[config.mk]
export PLATFORM = sky130hd
export DESIGN_NAME = dmTop
export DESIGN_NICKNAME = d
export VERILOG_FILES = /design/src/hdl/debugPkg.sv /design/src/hdl/dmiIf.sv /design/src/hdl/dmiIngress.sv /design/src/hdl/dmiReqQueue.sv /design/src/hdl/haltControl.sv /design/src/hdl/abstractCmd.sv /design/src/hdl/debugModuleCore.sv /design/src/hdl/dmTop.sv
export VERILOG_INCLUDE_DIRS = /design/src /design/src/include
export SDC_FILE = /design/constraint.sdc
export NUM_CORES = 1
export LEC_CHECK = 0
export ABC_AREA = 1
export BUFFER_PORTS_ARGS = -buffer_cell sky130_fd_sc_hd__buf_2
export CORE_ASPECT_RATIO = 1.25
export CORE_MARGIN = 4
export CORE_UTILIZATION = 45
export CTS_CLUSTER_SIZE = 10
export DETAILED_ROUTE_END_ITERATION = 12
export GPL_ROUTABILITY_DRIVEN = 1
export PLACE_DENSITY = 0.74
export SETUP_SLACK_MARGIN = 0.5
export SLEW_MARGIN = 20
export SYNTH_ARGS = -nofsm -noshare
export SYNTH_HDL_FRONTEND = slang
export SYNTH_SLANG_ARGS = --single-unit
[constraint.sdc]
create_clock -name clk -period 8.4 [get_ports clk]
set_input_delay 0.42 -clock clk [delete_from_list [all_inputs] [get_ports clk]]
set_output_delay 0.42 -clock clk [all_outputs]
set_load 0.02 [all_outputs]
[src/include/debug_macros.svh]
// Debug module sizes and addresses

`ifndef DEBUG_MACROS_SVH
`define DEBUG_MACROS_SVH

// ----------------------------------------
// DMI widths
// ----------------------------------------
`define DMI_ADDR_W 7
`define DMI_DATA_W 32

// request queue entries, power of two
`define DMI_QUEUE_DEPTH 4

// ----------------------------------------
// debug register addresses
// ----------------------------------------
`define DM_DATA0      7'h04
`define DM_DATA1      7'h05
`define DM_DMCONTROL  7'h10
`define DM_DMSTATUS   7'h11
`define DM_ABSTRACTCS 7'h16
`define DM_COMMAND    7'h17
`define DM_HALTSUM0   7'h40

`endif

[src/hdl/debugPkg.sv]
// Debug module types

`include "debug_macros.svh"

package debugPkg;

   // ----------------------------------------
   // DMI request and response
   // ----------------------------------------

   // op field as sent by the transport
   typedef enum logic [1:0] {
      NOP   = 2'd0,
      READ  = 2'd1,
      WRITE = 2'd2
   } dmiOpT;

   // one request word, 41 bits
   typedef struct packed {
      dmiOpT                  op;
      logic [`DMI_ADDR_W-1:0] addr;
      logic [`DMI_DATA_W-1:0] data;
   } dmiReqT;

   // response status
   typedef enum logic [1:0] {
      OK     = 2'd0,
      FAILED = 2'd3
   } dmiStatusT;

   // ----------------------------------------
   // abstract command word
   // ----------------------------------------

   // access register layout, cmdtype 0
   typedef struct packed {
      logic [7:0]  cmdtype;
      logic        reserved;
      logic [2:0]  aarsize;
      logic        postincrement;
      logic        postexec;
      logic        transfer;
      logic        write;
      logic [15:0] regno;
   } accessRegT;

   // quick access layout, cmdtype 1
   typedef struct packed {
      logic [7:0]  cmdtype;
      logic [23:0] reserved;
   } quickAccessT;

   typedef union packed {
      accessRegT   ar;
      quickAccessT qa;
   } abstractCmdU;

   // hart run control
   typedef enum logic [1:0] {
      RUNNING  = 2'd0,
      HALTING  = 2'd1,
      HALTED   = 2'd2,
      RESUMING = 2'd3
   } haltStateT;

endpackage

[src/hdl/dmiIf.sv]
// Queued DMI request channel

interface dmiIf;

   // handshake
   logic valid;
   logic ready;

   // payload, held while valid and not ready
   debugPkg::dmiReqT req;

   // producer side
   modport src (
      output valid,
      output req,
      input  ready
   );

   // consumer side
   modport snk (
      input  valid,
      input  req,
      output ready
   );

endinterface

[src/hdl/dmiIngress.sv]
// DMI request ingress register

`include "debug_macros.svh"

module dmiIngress (
   input  logic                   clk,
   input  logic                   rst,
   input  logic                   reqValid,
   output logic                   reqReady,
   input  debugPkg::dmiOpT        reqOp,
   input  logic [`DMI_ADDR_W-1:0] reqAddr,
   input  logic [`DMI_DATA_W-1:0] reqData,
   dmiIf.src                      reqOut
);

   logic keep;

   // entry empty or being taken this cycle
   assign reqReady = ~reqOut.valid | reqOut.ready;

   // nop gets accepted but goes nowhere
   assign keep = reqValid & (reqOp != debugPkg::NOP);

   // ----------------------------------------
   // one entry holding register
   // ----------------------------------------
   always_ff @(posedge clk) begin
      if (rst) begin
         reqOut.valid <= 1'b0;
      end else if (reqReady) begin
         reqOut.valid <= keep;
      end
   end

   // payload only loads on a kept request
   always_ff @(posedge clk) begin
      if (reqReady & keep) begin
         reqOut.req.op   <= reqOp;
         reqOut.req.addr <= reqAddr;
         reqOut.req.data <= reqData;
      end
   end

endmodule

[src/hdl/dmiReqQueue.sv]
// DMI request FIFO

`include "debug_macros.svh"

module dmiReqQueue (
   input logic clk,
   input logic rst,
   dmiIf.snk   inPort,
   dmiIf.src   outPort
);

   localparam int depth = `DMI_QUEUE_DEPTH;
   localparam int ptrWidth = $clog2(depth);
   localparam logic [ptrWidth:0] fullCount = (ptrWidth + 1)'(depth);

   debugPkg::dmiReqT entries [depth];

   logic [ptrWidth-1:0] wrPtr;
   logic [ptrWidth-1:0] rdPtr;
   logic [ptrWidth:0]   count;
   logic                push;
   logic                pop;

   // ----------------------------------------
   // handshakes
   // ----------------------------------------
   assign inPort.ready  = (count != fullCount);
   assign outPort.valid = (count != '0);
   assign push = inPort.valid & inPort.ready;
   assign pop  = outPort.valid & outPort.ready;

   // head entry straight from storage
   assign outPort.req = entries[rdPtr];

   // storage, no reset
   always_ff @(posedge clk) begin
      if (push) begin
         entries[wrPtr] <= inPort.req;
      end
   end

   // ----------------------------------------
   // pointers and fill count
   // ----------------------------------------
   always_ff @(posedge clk) begin
      if (rst) begin
         wrPtr <= '0;
         rdPtr <= '0;
         count <= '0;
      end else begin
         // pointers wrap on their own width
         if (push) begin
            wrPtr <= wrPtr + 1'b1;
         end
         if (pop) begin
            rdPtr <= rdPtr + 1'b1;
         end
         case ({push, pop})
            2'b10:   count <= count + 1'b1;
            2'b01:   count <= count - 1'b1;
            default: count <= count;
         endcase
      end
   end

endmodule

[src/hdl/haltControl.sv]
// Hart halt and resume FSM

module haltControl (
   input  logic                clk,
   input  logic                rst,
   input  logic                haltReq,
   input  logic                resumeReq,
   input  logic                debugMode,
   output debugPkg::haltStateT state,
   output logic                resumeAck
);

   debugPkg::haltStateT stateNext;

   // ----------------------------------------
   // next state
   // ----------------------------------------
   always_comb begin
      stateNext = state;
      case (state)
         debugPkg::RUNNING: begin
            if (haltReq) stateNext = debugPkg::HALTING;
         end
         // wait for the hart to enter debug mode
         debugPkg::HALTING: begin
            if (debugMode) stateNext = debugPkg::HALTED;
         end
         debugPkg::HALTED: begin
            if (resumeReq) stateNext = debugPkg::RESUMING;
         end
         // wait for the hart to leave debug mode
         debugPkg::RESUMING: begin
            if (!debugMode) stateNext = debugPkg::RUNNING;
         end
         default: stateNext = debugPkg::RUNNING;
      endcase
   end

   always_ff @(posedge clk) begin
      if (rst) begin
         state     <= debugPkg::RUNNING;
         resumeAck <= 1'b0;
      end else begin
         state <= stateNext;
         // ack on arrival in running from resuming
         if (state == debugPkg::RESUMING && stateNext == debugPkg::RUNNING) begin
            resumeAck <= 1'b1;
         end else if (state == debugPkg::HALTED && stateNext == debugPkg::RESUMING) begin
            // new resume drops the old ack
            resumeAck <= 1'b0;
         end
      end
   end

endmodule

[src/hdl/abstractCmd.sv]
// Access register command executor

`include "debug_macros.svh"

module abstractCmd (
   input  logic                   clk,
   input  logic                   rst,
   input  logic                   start,
   input  debugPkg::abstractCmdU  cmd,
   input  logic                   halted,
   input  logic [`DMI_DATA_W-1:0] data0,
   output logic                   busy,
   output logic                   done,
   output logic [2:0]             err,
   output logic                   capture,
   output logic [`DMI_DATA_W-1:0] captureData,
   output logic [4:0]             regAddr,
   output logic [`DMI_DATA_W-1:0] regWData,
   output logic                   regWrite,
   input  logic [`DMI_DATA_W-1:0] regRData
);

   debugPkg::abstractCmdU cmdReg;

   logic       classified;
   logic       executing;
   logic       doTransfer;
   logic [2:0] errNext;

   // ----------------------------------------
   // error classification, first hit wins
   // ----------------------------------------
   always_comb begin
      if (cmd.qa.cmdtype != 8'd0) begin
         errNext = 3'd2;                  // quick access and others unsupported
      end else if (cmd.ar.aarsize != 3'd2) begin
         errNext = 3'd2;                  // 32 bit only
      end else if (!halted) begin
         errNext = 3'd4;
      end else if (cmd.ar.transfer && cmd.ar.regno[15:5] != 11'h080) begin
         errNext = 3'd3;                  // gprs live at 0x1000..0x101f
      end else begin
         errNext = 3'd0;
      end
   end

   // two stage sequence, classify then execute
   always_ff @(posedge clk) begin
      if (rst) begin
         classified <= 1'b0;
         executing  <= 1'b0;
      end else begin
         classified <= start;
         executing  <= classified;
      end
   end

   always_ff @(posedge clk) begin
      if (start) begin
         cmdReg <= cmd;
         err    <= errNext;
      end
   end

   assign busy = classified | executing;
   assign done = executing;

   // ----------------------------------------
   // execute stage
   // ----------------------------------------
   assign doTransfer = executing & (err == 3'd0) & cmdReg.ar.transfer;
   assign regWrite = doTransfer & cmdReg.ar.write;
   assign capture  = doTransfer & ~cmdReg.ar.write;

   // hart read port is combinational on regAddr
   assign regAddr     = cmdReg.ar.regno[4:0];
   assign regWData    = data0;
   assign captureData = regRData;

endmodule

[src/hdl/debugModuleCore.sv]
// Debug module register core

`include "debug_macros.svh"

module debugModuleCore (
   input  logic                   clk,
   input  logic                   rst,
   dmiIf.snk                      reqIn,
   output logic                   rspValid,
   input  logic                   rspReady,
   output logic [`DMI_DATA_W-1:0] rspData,
   output debugPkg::dmiStatusT    rspStatus,
   output logic                   haltReq,
   output logic                   resumeReq,
   output logic                   ndmReset,
   input  logic                   debugMode,
   output logic [4:0]             regAddr,
   output logic [`DMI_DATA_W-1:0] regWData,
   output logic                   regWrite,
   input  logic [`DMI_DATA_W-1:0] regRData
);

   debugPkg::haltStateT haltState;

   logic [`DMI_DATA_W-1:0] data0;
   logic [`DMI_DATA_W-1:0] data1;
   logic [`DMI_DATA_W-1:0] readData;
   logic [`DMI_DATA_W-1:0] dmStatus;
   logic [`DMI_DATA_W-1:0] captureData;
   logic [2:0]             cmderr;
   logic [2:0]             cmdErr;
   logic                   dmActive;
   logic                   resumeAck;
   logic                   halted;
   logic                   running;
   logic                   cmdBusy;
   logic                   cmdDone;
   logic                   capture;
   logic                   take;
   logic                   isWrite;
   logic                   cmdWrite;
   logic                   cmdStart;
   logic                   cmdReject;

   // ----------------------------------------
   // request decode
   // ----------------------------------------
   // serial, one request in flight at a time
   assign reqIn.ready = ~rspValid & ~cmdBusy;
   assign take      = reqIn.valid & reqIn.ready;
   assign isWrite   = (reqIn.req.op == debugPkg::WRITE);
   assign cmdWrite  = take & isWrite & (reqIn.req.addr == `DM_COMMAND);
   assign cmdStart  = cmdWrite & ~cmdBusy & (cmderr == 3'd0);
   assign cmdReject = cmdWrite & cmdBusy;

   assign halted  = (haltState == debugPkg::HALTED);
   assign running = (haltState == debugPkg::RUNNING);

   // status summaries, single hart so all equals any
   always_comb begin
      dmStatus        = '0;
      dmStatus[17:16] = {2{resumeAck}};
      dmStatus[11:10] = {2{running}};
      dmStatus[9:8]   = {2{halted}};
      dmStatus[3:0]   = 4'd3;
   end

   // read mux, unknown addresses give zero
   always_comb begin
      case (reqIn.req.addr)
         `DM_DATA0:      readData = data0;
         `DM_DATA1:      readData = data1;
         // resumereq always reads back 0
         `DM_DMCONTROL:  readData = {haltReq, 29'd0, ndmReset, dmActive};
         `DM_DMSTATUS:   readData = dmStatus;
         `DM_ABSTRACTCS: readData = {19'd0, cmdBusy, 1'b0, cmderr, 4'd0, 4'd2};
         `DM_HALTSUM0:   readData = {31'd0, halted};
         default:        readData = '0;
      endcase
   end

   // ----------------------------------------
   // debug registers
   // ----------------------------------------
   always_ff @(posedge clk) begin
      if (rst) begin
         data0     <= '0;
         data1     <= '0;
         haltReq   <= 1'b0;
         resumeReq <= 1'b0;
         ndmReset  <= 1'b0;
         dmActive  <= 1'b0;
         cmderr    <= 3'd0;
      end else begin
         if (take && isWrite) begin
            case (reqIn.req.addr)
               `DM_DATA0: data0 <= reqIn.req.data;
               `DM_DATA1: data1 <= reqIn.req.data;
               `DM_DMCONTROL: begin
                  haltReq   <= reqIn.req.data[31];
                  resumeReq <= reqIn.req.data[30];
                  ndmReset  <= reqIn.req.data[1];
                  dmActive  <= reqIn.req.data[0];
               end
               // cmderr is write one to clear
               `DM_ABSTRACTCS: begin
                  if (|reqIn.req.data[10:8]) cmderr <= 3'd0;
               end
               default: ;
            endcase
         end
         // resumereq drops once the hart is back and acked
         if (resumeReq && resumeAck && running && !(take && isWrite)) begin
            resumeReq <= 1'b0;
         end
         if (capture) begin
            data0 <= captureData;
         end
         if (cmdReject) begin
            cmderr <= 3'd1;
         end else if (cmdDone && cmdErr != 3'd0) begin
            cmderr <= cmdErr;
         end
      end
   end

   // ----------------------------------------
   // response register
   // ----------------------------------------
   always_ff @(posedge clk) begin
      if (rst) begin
         rspValid <= 1'b0;
      end else if ((take && !cmdStart) || cmdDone) begin
         rspValid <= 1'b1;
      end else if (rspReady) begin
         rspValid <= 1'b0;
      end
   end

   // held until taken, core stalls meanwhile
   always_ff @(posedge clk) begin
      if (take && !cmdStart) begin
         rspData   <= (reqIn.req.op == debugPkg::READ) ? readData : '0;
         rspStatus <= cmdReject ? debugPkg::FAILED : debugPkg::OK;
      end else if (cmdDone) begin
         rspData   <= '0;
         rspStatus <= debugPkg::OK;
      end
   end

   haltControl haltCtl (
      .clk       (clk),
      .rst       (rst),
      .haltReq   (haltReq),
      .resumeReq (resumeReq),
      .debugMode (debugMode),
      .state     (haltState),
      .resumeAck (resumeAck)
   );

   abstractCmd cmdExec (
      .clk         (clk),
      .rst         (rst),
      .start       (cmdStart),
      .cmd         (reqIn.req.data),
      .halted      (halted),
      .data0       (data0),
      .busy        (cmdBusy),
      .done        (cmdDone),
      .err         (cmdErr),
      .capture     (capture),
      .captureData (captureData),
      .regAddr     (regAddr),
      .regWData    (regWData),
      .regWrite    (regWrite),
      .regRData    (regRData)
   );

endmodule

[src/hdl/dmTop.sv]
// Debug module top level

`include "debug_macros.svh"

module dmTop (
   input  logic                   clk,
   input  logic                   rst,
   // DMI request
   input  logic                   reqValid,
   output logic                   reqReady,
   input  debugPkg::dmiOpT        reqOp,
   input  logic [`DMI_ADDR_W-1:0] reqAddr,
   input  logic [`DMI_DATA_W-1:0] reqData,
   // DMI response
   output logic                   rspValid,
   input  logic                   rspReady,
   output logic [`DMI_DATA_W-1:0] rspData,
   output debugPkg::dmiStatusT    rspStatus,
   // hart control
   output logic                   haltReq,
   output logic                   resumeReq,
   output logic                   ndmReset,
   input  logic                   debugMode,
   // hart register file port
   output logic [4:0]             regAddr,
   output logic [`DMI_DATA_W-1:0] regWData,
   output logic                   regWrite,
   input  logic [`DMI_DATA_W-1:0] regRData
);

   // ----------------------------------------
   // internal request channels
   // ----------------------------------------
   dmiIf ingressToQueue ();
   dmiIf queueToCore ();

   dmiIngress ingress (
      .clk      (clk),
      .rst      (rst),
      .reqValid (reqValid),
      .reqReady (reqReady),
      .reqOp    (reqOp),
      .reqAddr  (reqAddr),
      .reqData  (reqData),
      .reqOut   (ingressToQueue)
   );

   dmiReqQueue reqQueue (
      .clk     (clk),
      .rst     (rst),
      .inPort  (ingressToQueue),
      .outPort (queueToCore)
   );

   debugModuleCore core (
      .clk       (clk),
      .rst       (rst),
      .reqIn     (queueToCore),
      .rspValid  (rspValid),
      .rspReady  (rspReady),
      .rspData   (rspData),
      .rspStatus (rspStatus),
      .haltReq   (haltReq),
      .resumeReq (resumeReq),
      .ndmReset  (ndmReset),
      .debugMode (debugMode),
      .regAddr   (regAddr),
      .regWData  (regWData),
      .regWrite  (regWrite),
      .regRData  (regRData)
   );

endmodule

**After elaboration in Yosys (flattened, before gate mapping)**

Memory sizes are Yosys's and may differ from the RTL's. A register that Yosys moved wholly into a read port is not among the register bits.
Index checks and enable logic that the tools add are counted.

- Register bits after elaboration: 181
- Word-level logic and storage cells: 142
- Memories: 1
- Memory bits (writable): 164
- Input bits: 78
- Output and inout bits: 77

Memory list:

| name | depth | bits a word | read ports | clocked after Yosys merged registers in | wr ports | line | source |
|---|---|---|---|---|---|---|---|
| reqQueue.entries | 4 | 41 | 1 | 1 | 1 | dmiReqQueue.sv:16 | `debugPkg::dmiReqT entries [depth];` |

- Reduce and logical (&&, ||, !) cells: 42
- Equal/unequal tests: 18
- Add/subtract/negate cells: 4
- Muxes and demuxes: 31
- Bitwise logic cells: 21

Operators with widths:

| cell | count |
|---|---|
| 2-to-1 mux 32 bit | 6 |
| one-hot mux 32 bit (6 select lines) | 1 |
| equality test 7 x 5 -> 1 bit (second input constant) | 4 |
| 2-to-1 mux 2 bit | 10 |
| nonzero test 2 bit | 10 |
| 2-to-1 mux 3 bit | 5 |
| nonzero test 3 bit | 5 |
| AND 1 bit | 14 |
| equality test 7 x 3 -> 1 bit (second input constant) | 2 |
| != test 11 x 8 -> 1 bit (second input constant) | 1 |
| equality test 2 bit (second input constant) | 5 |
| logical AND 1 bit | 9 |
| one-hot mux 2 bit (4 select lines) | 1 |
| nonzero test 8 bit | 1 |
| equality test 7 bit (second input constant) | 1 |
| 2-to-1 mux 1 bit | 7 |
| equality test 2 x 1 -> 1 bit (second input constant) | 3 |
| zero test 3 bit | 2 |
| one-hot mux 3 bit (2 select lines) | 1 |
| AND reduction 2 bit | 3 |
| AND reduction 3 bit | 2 |
| OR reduction 2 bit | 3 |
| OR reduction 3 bit | 2 |
| inverter 1 bit | 5 |
| other kinds (9) | 13 |

**Depth between registers and ports, before layout**

Gate-level depths: netlist of the first run.

- Word-level depth: 12
- Gate-level depth with buffers: 15

**Modules after synthesis**

From an unflattened synthesis of the first run, not the netlist that was laid out.

- Cells, all modules: 1349
- Area, all modules: 13960.9 µm²

Modules (own cells, without submodules):

| module | times used | area an instance (µm²) | cells each |
|---|---|---|---|
| dmiReqQueue | 1 | 6565.0 | 464 |
| debugModuleCore | 1 | 4922.2 | 693 |
| dmiIngress | 1 | 1283.7 | 47 |
| abstractCmd | 1 | 1051.0 | 126 |
| haltControl | 1 | 138.9 | 19 |

**Worst setup path after synthesis of the first run**

OpenSTA, ideal clock, no wires.

- Kind: reg-to-reg
- Start: register reqQueue.count[1]
- End: memory reqQueue.entries[0][0] in the netlist's numbering, enable pin
- Data arrival time: 2.371 ns
- Period minus slack after synthesis: 2.811 ns
- Slack: 5.589 ns
- Path buffers: 0
- Required time: 7.960 ns
- Stages on the path, launching flop included: 5
- Cells stage by stage: dfxtp_1 -> inv_1 -> nand2_1 -> o21ai_1 -> nor2_1

- Longest elaborated chain between the ends: 4

Ends and longest elaborated chain:

| item | line | source |
|---|---|---|
| from (decl) | dmiReqQueue.sv:20 | `logic [ptrWidth:0] count;` |
| from (signal assigned) | dmiReqQueue.sv:59 | `2'b10: count <= count + 1'b1;` |
| from (signal assigned) | dmiReqQueue.sv:60 | `2'b01: count <= count - 1'b1;` |
| from (signal assigned) | dmiReqQueue.sv:61 | `default: count <= count;` |
| != test 3 bit | dmiReqQueue.sv:27 | `assign inPort.ready = (count != fullCount);` |
| AND 1 bit | dmiReqQueue.sv:29 | `assign push = inPort.valid & inPort.ready;` |
| 2-to-1 mux 1 bit | dmiReqQueue.sv:37 | `if (push) begin` |
| 2-to-1 mux 1 bit (not written as such) | dmiReqQueue.sv:38 | `entries[wrPtr] <= inPort.req;` |
| to (decl) | dmiReqQueue.sv:16 |  |

Every way passes these cells.

==> results.py, run 1 <==
metrics = {
    "flow_run": {
        "max-cap-violations": 0,
    },
    "clock_tree": {
        "htreeDepth": 2,
        "tritoncts": "built",
        "cts.clk_slew.worst_paths_ns": 0.06,
        "clock_path_buffers": 3,
        "cts.repair.resized": 0,
        "root_buffer": "clkbuf_16",
        "cts.sink_count": 335,
        "clk_latency_ns": 0.53,
        "cts_buffers": 39,
        "post_cts_buffers": 0,
        "cts_hold_buf": 0,
    },
    "power": {
        "switchingPower_mw": 1.427,
        "sw_frac_of_total_pct": 31.46,
        "seqPwrFrac_pct": 44.4,
        "p_comb_share_pct": 22.7,
        "ir_drop_mv": 0.1369,
        "clkPwrFrac_pct": 32.9,
        "p_leak_nw": 6.182,
        "intPower_mw": 3.109,
        "power.density_nw_per_um2": 287.1,
    },
    "logic_synthesis": {
        "ys_ff_latch": 335,
        "synth_area_um2": 13740,
        "synth_top_area_share_pct": 54.20,
        "yosysSeqAreaShare_pct": 66.88,
        "synth_cells": 1309,
        "syn_area_per_cell_um2": 10.50,
        "synth_ff_type": "edfxtp_1",
        "synth_cell_types": 38,
        "syn-num-nets": 1393,
        "async_flop_share_pct": 0,
        "ys_top_cells_by_area": "edfxtp_1 54%, dfxtp_1 13%, nand2_1 10%, nand3_1 3.9%, nor2_1 3.3%",
        "synth_edf_count": 248,
        "synth_area_leader_cell": "edfxtp_1",
        "yosysWarningCount": 0,
    },
    "status": {
        "outcome": "finished clean",
    },
    "setup_path": {
        "worst-setup-path-type": "flip-flop to flip-flop",
        "cp-end-kind": "flip-flop",
        "worstPathRequired_ns": 8.81,
        "cp.arrival_ns": 4.08,
        "startpoint_type": "flip-flop",
        "cp_max_fo": 83,
    },
    "detailed_routing": {
        "drt_drc_violations_left": 0,
        "drt_pre_antenna_iters": 5,
        "routed_wl_mm": 31.81,
        "dr.first_iter.drc_count": 717,
        "wl_per_cell_um": 16.99,
        "via_per_inst": 5.142,
        "vias": 9626,
        "ant_nets": 0,
    },
    "final_layout": {
        "final_common_cell": "nand2_1",
        "layout_common_cells": "379 x nand2_1, 248 x edfxtp_1, 154 x buf_2",
        "diodes": 0,
        "syn_to_final_growth_pct": 14.96,
        "layout-drive-gt1-share_pct": 18.69,
        "fin_nets": 1533,
    },
    "placement": {
        "gp_congestion": 0.8709,
        "io_buffers": 154,
        "dp.final_hpwl_mm": 20.66,
    },
    "global_route": {
        "grt_pass1_vias": 9417,
        "grt.total_usage_pct": 18.58,
        "grt_pass1_wl_mm": 49.29,
        "antenna_found_initial": 0,
        "grt-ovfl-total": 0,
        "grt_max_degree": 84,
    },
    "sta": {
        "hold_violations": 0,
        "maxSlewHeadroom_pct": 37.00,
        "report.final.slew_viol_count": 0,
        "rsz0062_at_grt": "no",
        "fin_hold_ws_ns": 0.07021,
        "skew_ns": 0.01489,
        "min_period_over_period_pct": 43.62,
        "worst_pin_slew_ns": 0.9417,
        "setup_tns_ns": 0,
        "fmax_mhz": 272.9,
        "fin_crit_ns": 3.664,
        "setup_viol": 0,
    },
    "floorplan": {
        "dieArea_um2": 33410,
        "io_pins": 155,
        "die_y_um": 203.4,
        "core_area_um2": 30120,
        "die_w_um": 164.3,
        "rows": 71,
        "start_util_pct": 45.62,
    },
    "worst_hold_path": {
        "hold_path.class": "primary input to flip-flop",
    },
}
power by group through the flow:
stage / clock network (mW) / logic [mW] / registers [mW]
floorplan: 0 / 0.614 / 2.15
global placement: 0 / 1.00 / 2.04
detailed placement: 0 / 1.02 / 2.05
CTS: 1.52 / 1.03 / 2.01
global route: 1.59 / 1.14 / 2.02
finish: 1.49 / 1.03 / 2.01
registers in the layout, summed over array words and instances, names as in the netlist, 2 cells and up, named ones only:
signal               cells
core.cmdExec.err         3
core.rspData            32
reqQueue.count           3
core.data1              32
core.cmdExec.cmdReg      7
reqQueue.rdPtr           2
core.haltCtl.state       2
reqQueue.wrPtr           2
core.data0              32
core.cmderr              3
ingress.reqOut.req      41
reqQueue.entries       164
worst paths after layout:
check,startpoint,endpoint,slack [ns],cells after the start
max,flip-flop,core.data0[0]$_SDFFE_PP0P_,4.74,13
min,reqData[9],ingress.reqOut.req[9]$_DFFE_PP_,0.07,1
max reg2reg,flip-flop,core.data0[0]$_SDFFE_PP0P_,4.74,13
min reg2reg,core.cmdExec.classified$_SDFF_PP0_,core.cmdExec.done$_SDFF_PP0_,0.42,2
Yosys cell counts, drive strengths merged, types with 5 or more instances:
library cell  instances
nor2                158
buf                  50
dfxtp                87
o22ai                10
edfxtp              248
a21oi                53
nand2               391
clkbuf               16
inv                  71
ha                    5
nand3               108
o21ai                87
nor3                  7
stage by stage:
| step | util (%) | setup WS (ns) | instances | power, mW | cell area [um^2] |
|---|---|---|---|---|---|
| final | 52.45 | 4.736 | 1872 | 4.535 | 15800 |
| after global placement | 48.73 | 4.877 | 1809 | 3.043 | 14680 |
| after floorplan | - | 5.589 | 1309 | 2.768 | 13740 |
| after CTS | 52.44 | 4.728 | 1872 | 4.565 | 15790 |
| after global routing | 52.45 | 4.310 | 1872 | 4.751 | 15800 |
| after detailed placement | 48.73 | 4.742 | 1809 | 3.069 | 14680 |
routing by layer:
| metal | global-route usage, % | share of wire (%) | routed length, um | vias up |
|---|---|---|---|---|
| met3 | 3.922 | 7.9 | 2521 | 79 |
| met1 | 24.07 | 42 | 13200 | 4510 |
| met5 | 0 | 0 | 0 | - |
| met2 | 30.11 | 47 | 14860 | 374 |
| met4 | 8.301 | 3.9 | 1227 | 0 |
| li1 | - | - | - | 4663 |
critical path: stages (launching register included):
cell and delay (ns):
dfxtp_2 0.31, buf_4 0.61, inv_2 0.05, buf_4 0.40, nand2_1 0.15, nand3_1 0.08
nand2_1 0.15, nand2_1 0.09, nor2_4 0.34, nand3_1 0.15, nand2_2 0.45, inv_2 0.41
nor2_1 0.20, nor2_1 0.07
cells by family (layout without fill, tap and decap cells):
family                   count (synthesis)  after routing  share of synthesized area [%]
AO/OA/AOI/OAI                          154            154                          5.819
other                                    1              1                        0.02729
adder cells (fa/ha/maj)                  6              6                         0.6010
AND/OR/NAND/NOR                        674            674                          21.39
flip-flops                             335            335                          66.88
buffers and inverters                  139            301                          5.282
area by class of cell:
type	count	area (um^2)
Clock inverter	3	30.03
Tap cell	401	501.7
Inverter	73	275.3
Multi-Input combinational cell	835	3859
Clock buffer	60	1086
Timing Repair Buffer	165	853.3
Sequential cell	335	9190
Fill cell	2628	14320
Power figures use the tool's default switching activity.
==> inputs of run 2 (changes only) <==
PLACE_DENSITY = 0.76   (was 0.74)
clock period = 3.3 ns   (was 8.4 ns; I/O delays follow)
==> run 2 against run 1 <==
Power grew to 2.6 times the previous value. Design area grew 4.8%. Clock skew rose by 0.0071 ns. Sequential share of layout area decreased by 2.7 points. Via count rose by 3.9%. Largest cell class unchanged. Largest power group unchanged.
==> results.py, run 2 (synthesis gave the netlist of run 1 again) <==
metrics = {
    "setup_path": {
        "rr_endpoint": "core.data0[14]$_SDFFE_PP0P_",
        "r2r_setup_slack_ns": 0.77,
        "worstPathRequired_ns": 3.76,
        "max_stage_delay_ns": 0.52,
        "rr_worst_depth": 12,
        "critPathSlowestCell": "inv_2",
        "cp_max_fo": 32,
        "cp.arrival_ns": 2.99,
        "startpoint_type": "flip-flop",
        "cp-end-kind": "flip-flop",
        "worst-setup-path-type": "flip-flop to flip-flop",
        "crit_chain": "inv_2, buf_4, nand2_1, nand3_1, nand2_2, nand2_4, nor2_8, nand3_1, nand2_2, inv_2, nor2_1, nor2_1",
    },
    "clock_tree": {
        "cts.clk_slew.worst_paths_ns": 0.06,
        "cts.repair.resized": 0,
        "clock_path_buffers": 3,
        "clk_latency_ns": 0.53,
        "cts.sink_count": 335,
        "htreeDepth": 2,
        "post_cts_buffers": 0,
        "cts_hold_buf": 62,
        "root_buffer": "clkbuf_16",
        "cts_buffers": 39,
        "tritoncts": "built",
    },
    "floorplan": {
        "core_area_um2": 30120,
        "die_w_um": 164.3,
        "io_pins": 155,
        "dieArea_um2": 33410,
        "start_util_pct": 45.62,
        "die_y_um": 203.4,
        "rows": 71,
    },
    "detailed_routing": {
        "wl_per_cell_um": 16.51,
        "dr.first_iter.drc_count": 880,
        "via_per_inst": 5.120,
        "ant_nets": 0,
        "vias": 9999,
        "drt_drc_violations_left": 0,
        "drt_pre_antenna_iters": 5,
        "routed_wl_mm": 32.24,
    },
    "sta": {
        "report.final.slew_viol_count": 0,
        "setup_viol": 0,
        "setup_tns_ns": 0,
        "skew_ns": 0.02196,
        "worst_pin_slew_ns": 0.8283,
        "rsz0062_at_grt": "no",
        "maxSlewHeadroom_pct": 44.70,
        "hold_violations": 0,
        "fmax_mhz": 395.8,
        "min_period_over_period_pct": 76.56,
        "fin_crit_ns": 2.527,
    },
    "final_layout": {
        "largest-register": "reqQueue.entries",
        "fill_cells": 2510,
        "top_regs": "reqQueue.entries (164), ingress.reqOut.req (41)",
        "layout_common_cells": "379 x nand2_1, 248 x edfxtp_1, 154 x buf_2",
        "fin_nets": 1614,
        "final_cell_area_um2": 16560,
        "final_common_cell": "nand2_1",
        "largest_reg_flops": 164,
        "layout-drive-gt1-share_pct": 18.83,
        "syn_to_final_growth_pct": 20.50,
    },
    "global_route": {
        "grt_pass1_wl_mm": 50.45,
        "grt_max_degree": 55,
        "grt_pass1_vias": 9635,
        "grt-ovfl-total": 0,
        "grt.total_usage_pct": 19.08,
        "antenna_found_initial": 0,
    },
    "placement": {
        "io_buffers": 154,
        "postPlaceCellArea_um2": 14830,
        "gp_congestion": 0.9333,
        "dp.final_hpwl_mm": 21.91,
    },
    "worst_hold_path": {
        "min_from": "regRData[31]",
        "hold_path.class": "primary input to flip-flop",
        "whs_path_depth": 5,
        "min_to": "core.data0[31]$_SDFFE_PP0P_",
    },
    "flow_run": {
        "max-cap-violations": 0,
    },
    "status": {
        "outcome": "finished clean",
    },
    "power": {
        "power.density_nw_per_um2": 701.4,
        "ir_drop_mv": 0.3549,
        "p_leak_nw": 6.532,
    },
}
==> run 2: cell count changes in the layout (fill, tap and decap cells not counted), sizes merged <==
cell / before / now
dlygate4sd3: 0 / 62
diode: 0 / 1
clkbuf: 60 / 59
buf: 165 / 184
==> run 2: metrics by stage <==
| step | setup slack (ns) | power, mW | hold WS [ns] | std cells | utilization [%] |
|---|---|---|---|---|---|
| after floorplan | 0.4895 | 7.045 | 0.2639 | 1309 | - |
| after global placement | 0.9100 | 7.778 | 0.3443 | 1828 | 49.25 |
| after detailed placement | 0.8297 | 7.854 | 0.3431 | 1828 | 49.25 |
| after CTS | 0.8002 | 11.67 | 0.0004901 | 1952 | 54.97 |
| after global routing | 0.5483 | 12.17 | 0.01060 | 1952 | 54.97 |
| final | 0.7734 | 11.61 | 0.01272 | 1953 | 54.98 |
==> run 2: layer usage <==
layer	part of all wire, %	vias up	global-route usage [%]	wire length, um
met5	0	-	0	0
met4	3.3	0	7.492	1077
met3	7.6	81	3.335	2464
met2	48	437	31.89	15600
met1	41	4657	24.75	13090
li1	-	4824	-	-
==> run 2: cell type report <==
cell class,count,area (um^2),share of cell area (%)
clock inverters,3,30.03,0.1814
multi-input cells,835,3855,23.28
clock buffers,59,1072,6.477
well taps,401,501.7,3.031
repair buffers,246,1629,9.840
inverters,73,275.3,1.663
flip-flops and latches,335,9190,55.51
diodes,1,2.502,0.01511
==> run 2: worst max-delay path by stage <==
stage,startpoint,endpoint,slack (ns)
after floorplan,reqQueue.count[1]$_SDFFE_PP0P_,reqQueue.entries[0][0]$_DFFE_PP_,0.49
after global placement,flip-flop,core.data0[18]$_SDFFE_PP0P_,0.91
after detailed placement,flip-flop,core.data0[14]$_SDFFE_PP0P_,0.83
after CTS,flip-flop,core.data0[14]$_SDFFE_PP0P_,0.80
after global routing,flip-flop,core.data0[13]$_SDFFE_PP0P_,0.55
final,flip-flop,core.data0[14]$_SDFFE_PP0P_,0.77
==> run 2: worst max-delay path: cells and delay by family (launching register included) <==
| kind | cells | cell delay (ns) |
|---|---|---|
| buffers and inverters | 3 | 1.09 |
| DFF | 1 | 0.32 |
| and+or+nand+nor | 9 | 1.03 |
==> run 2: power breakdown <==
part	internal, mW	switching, mW
Clock	2.22	1.54
Sequential	4.99	0.128
Combinational	0.771	1.96
Total	7.98	3.63
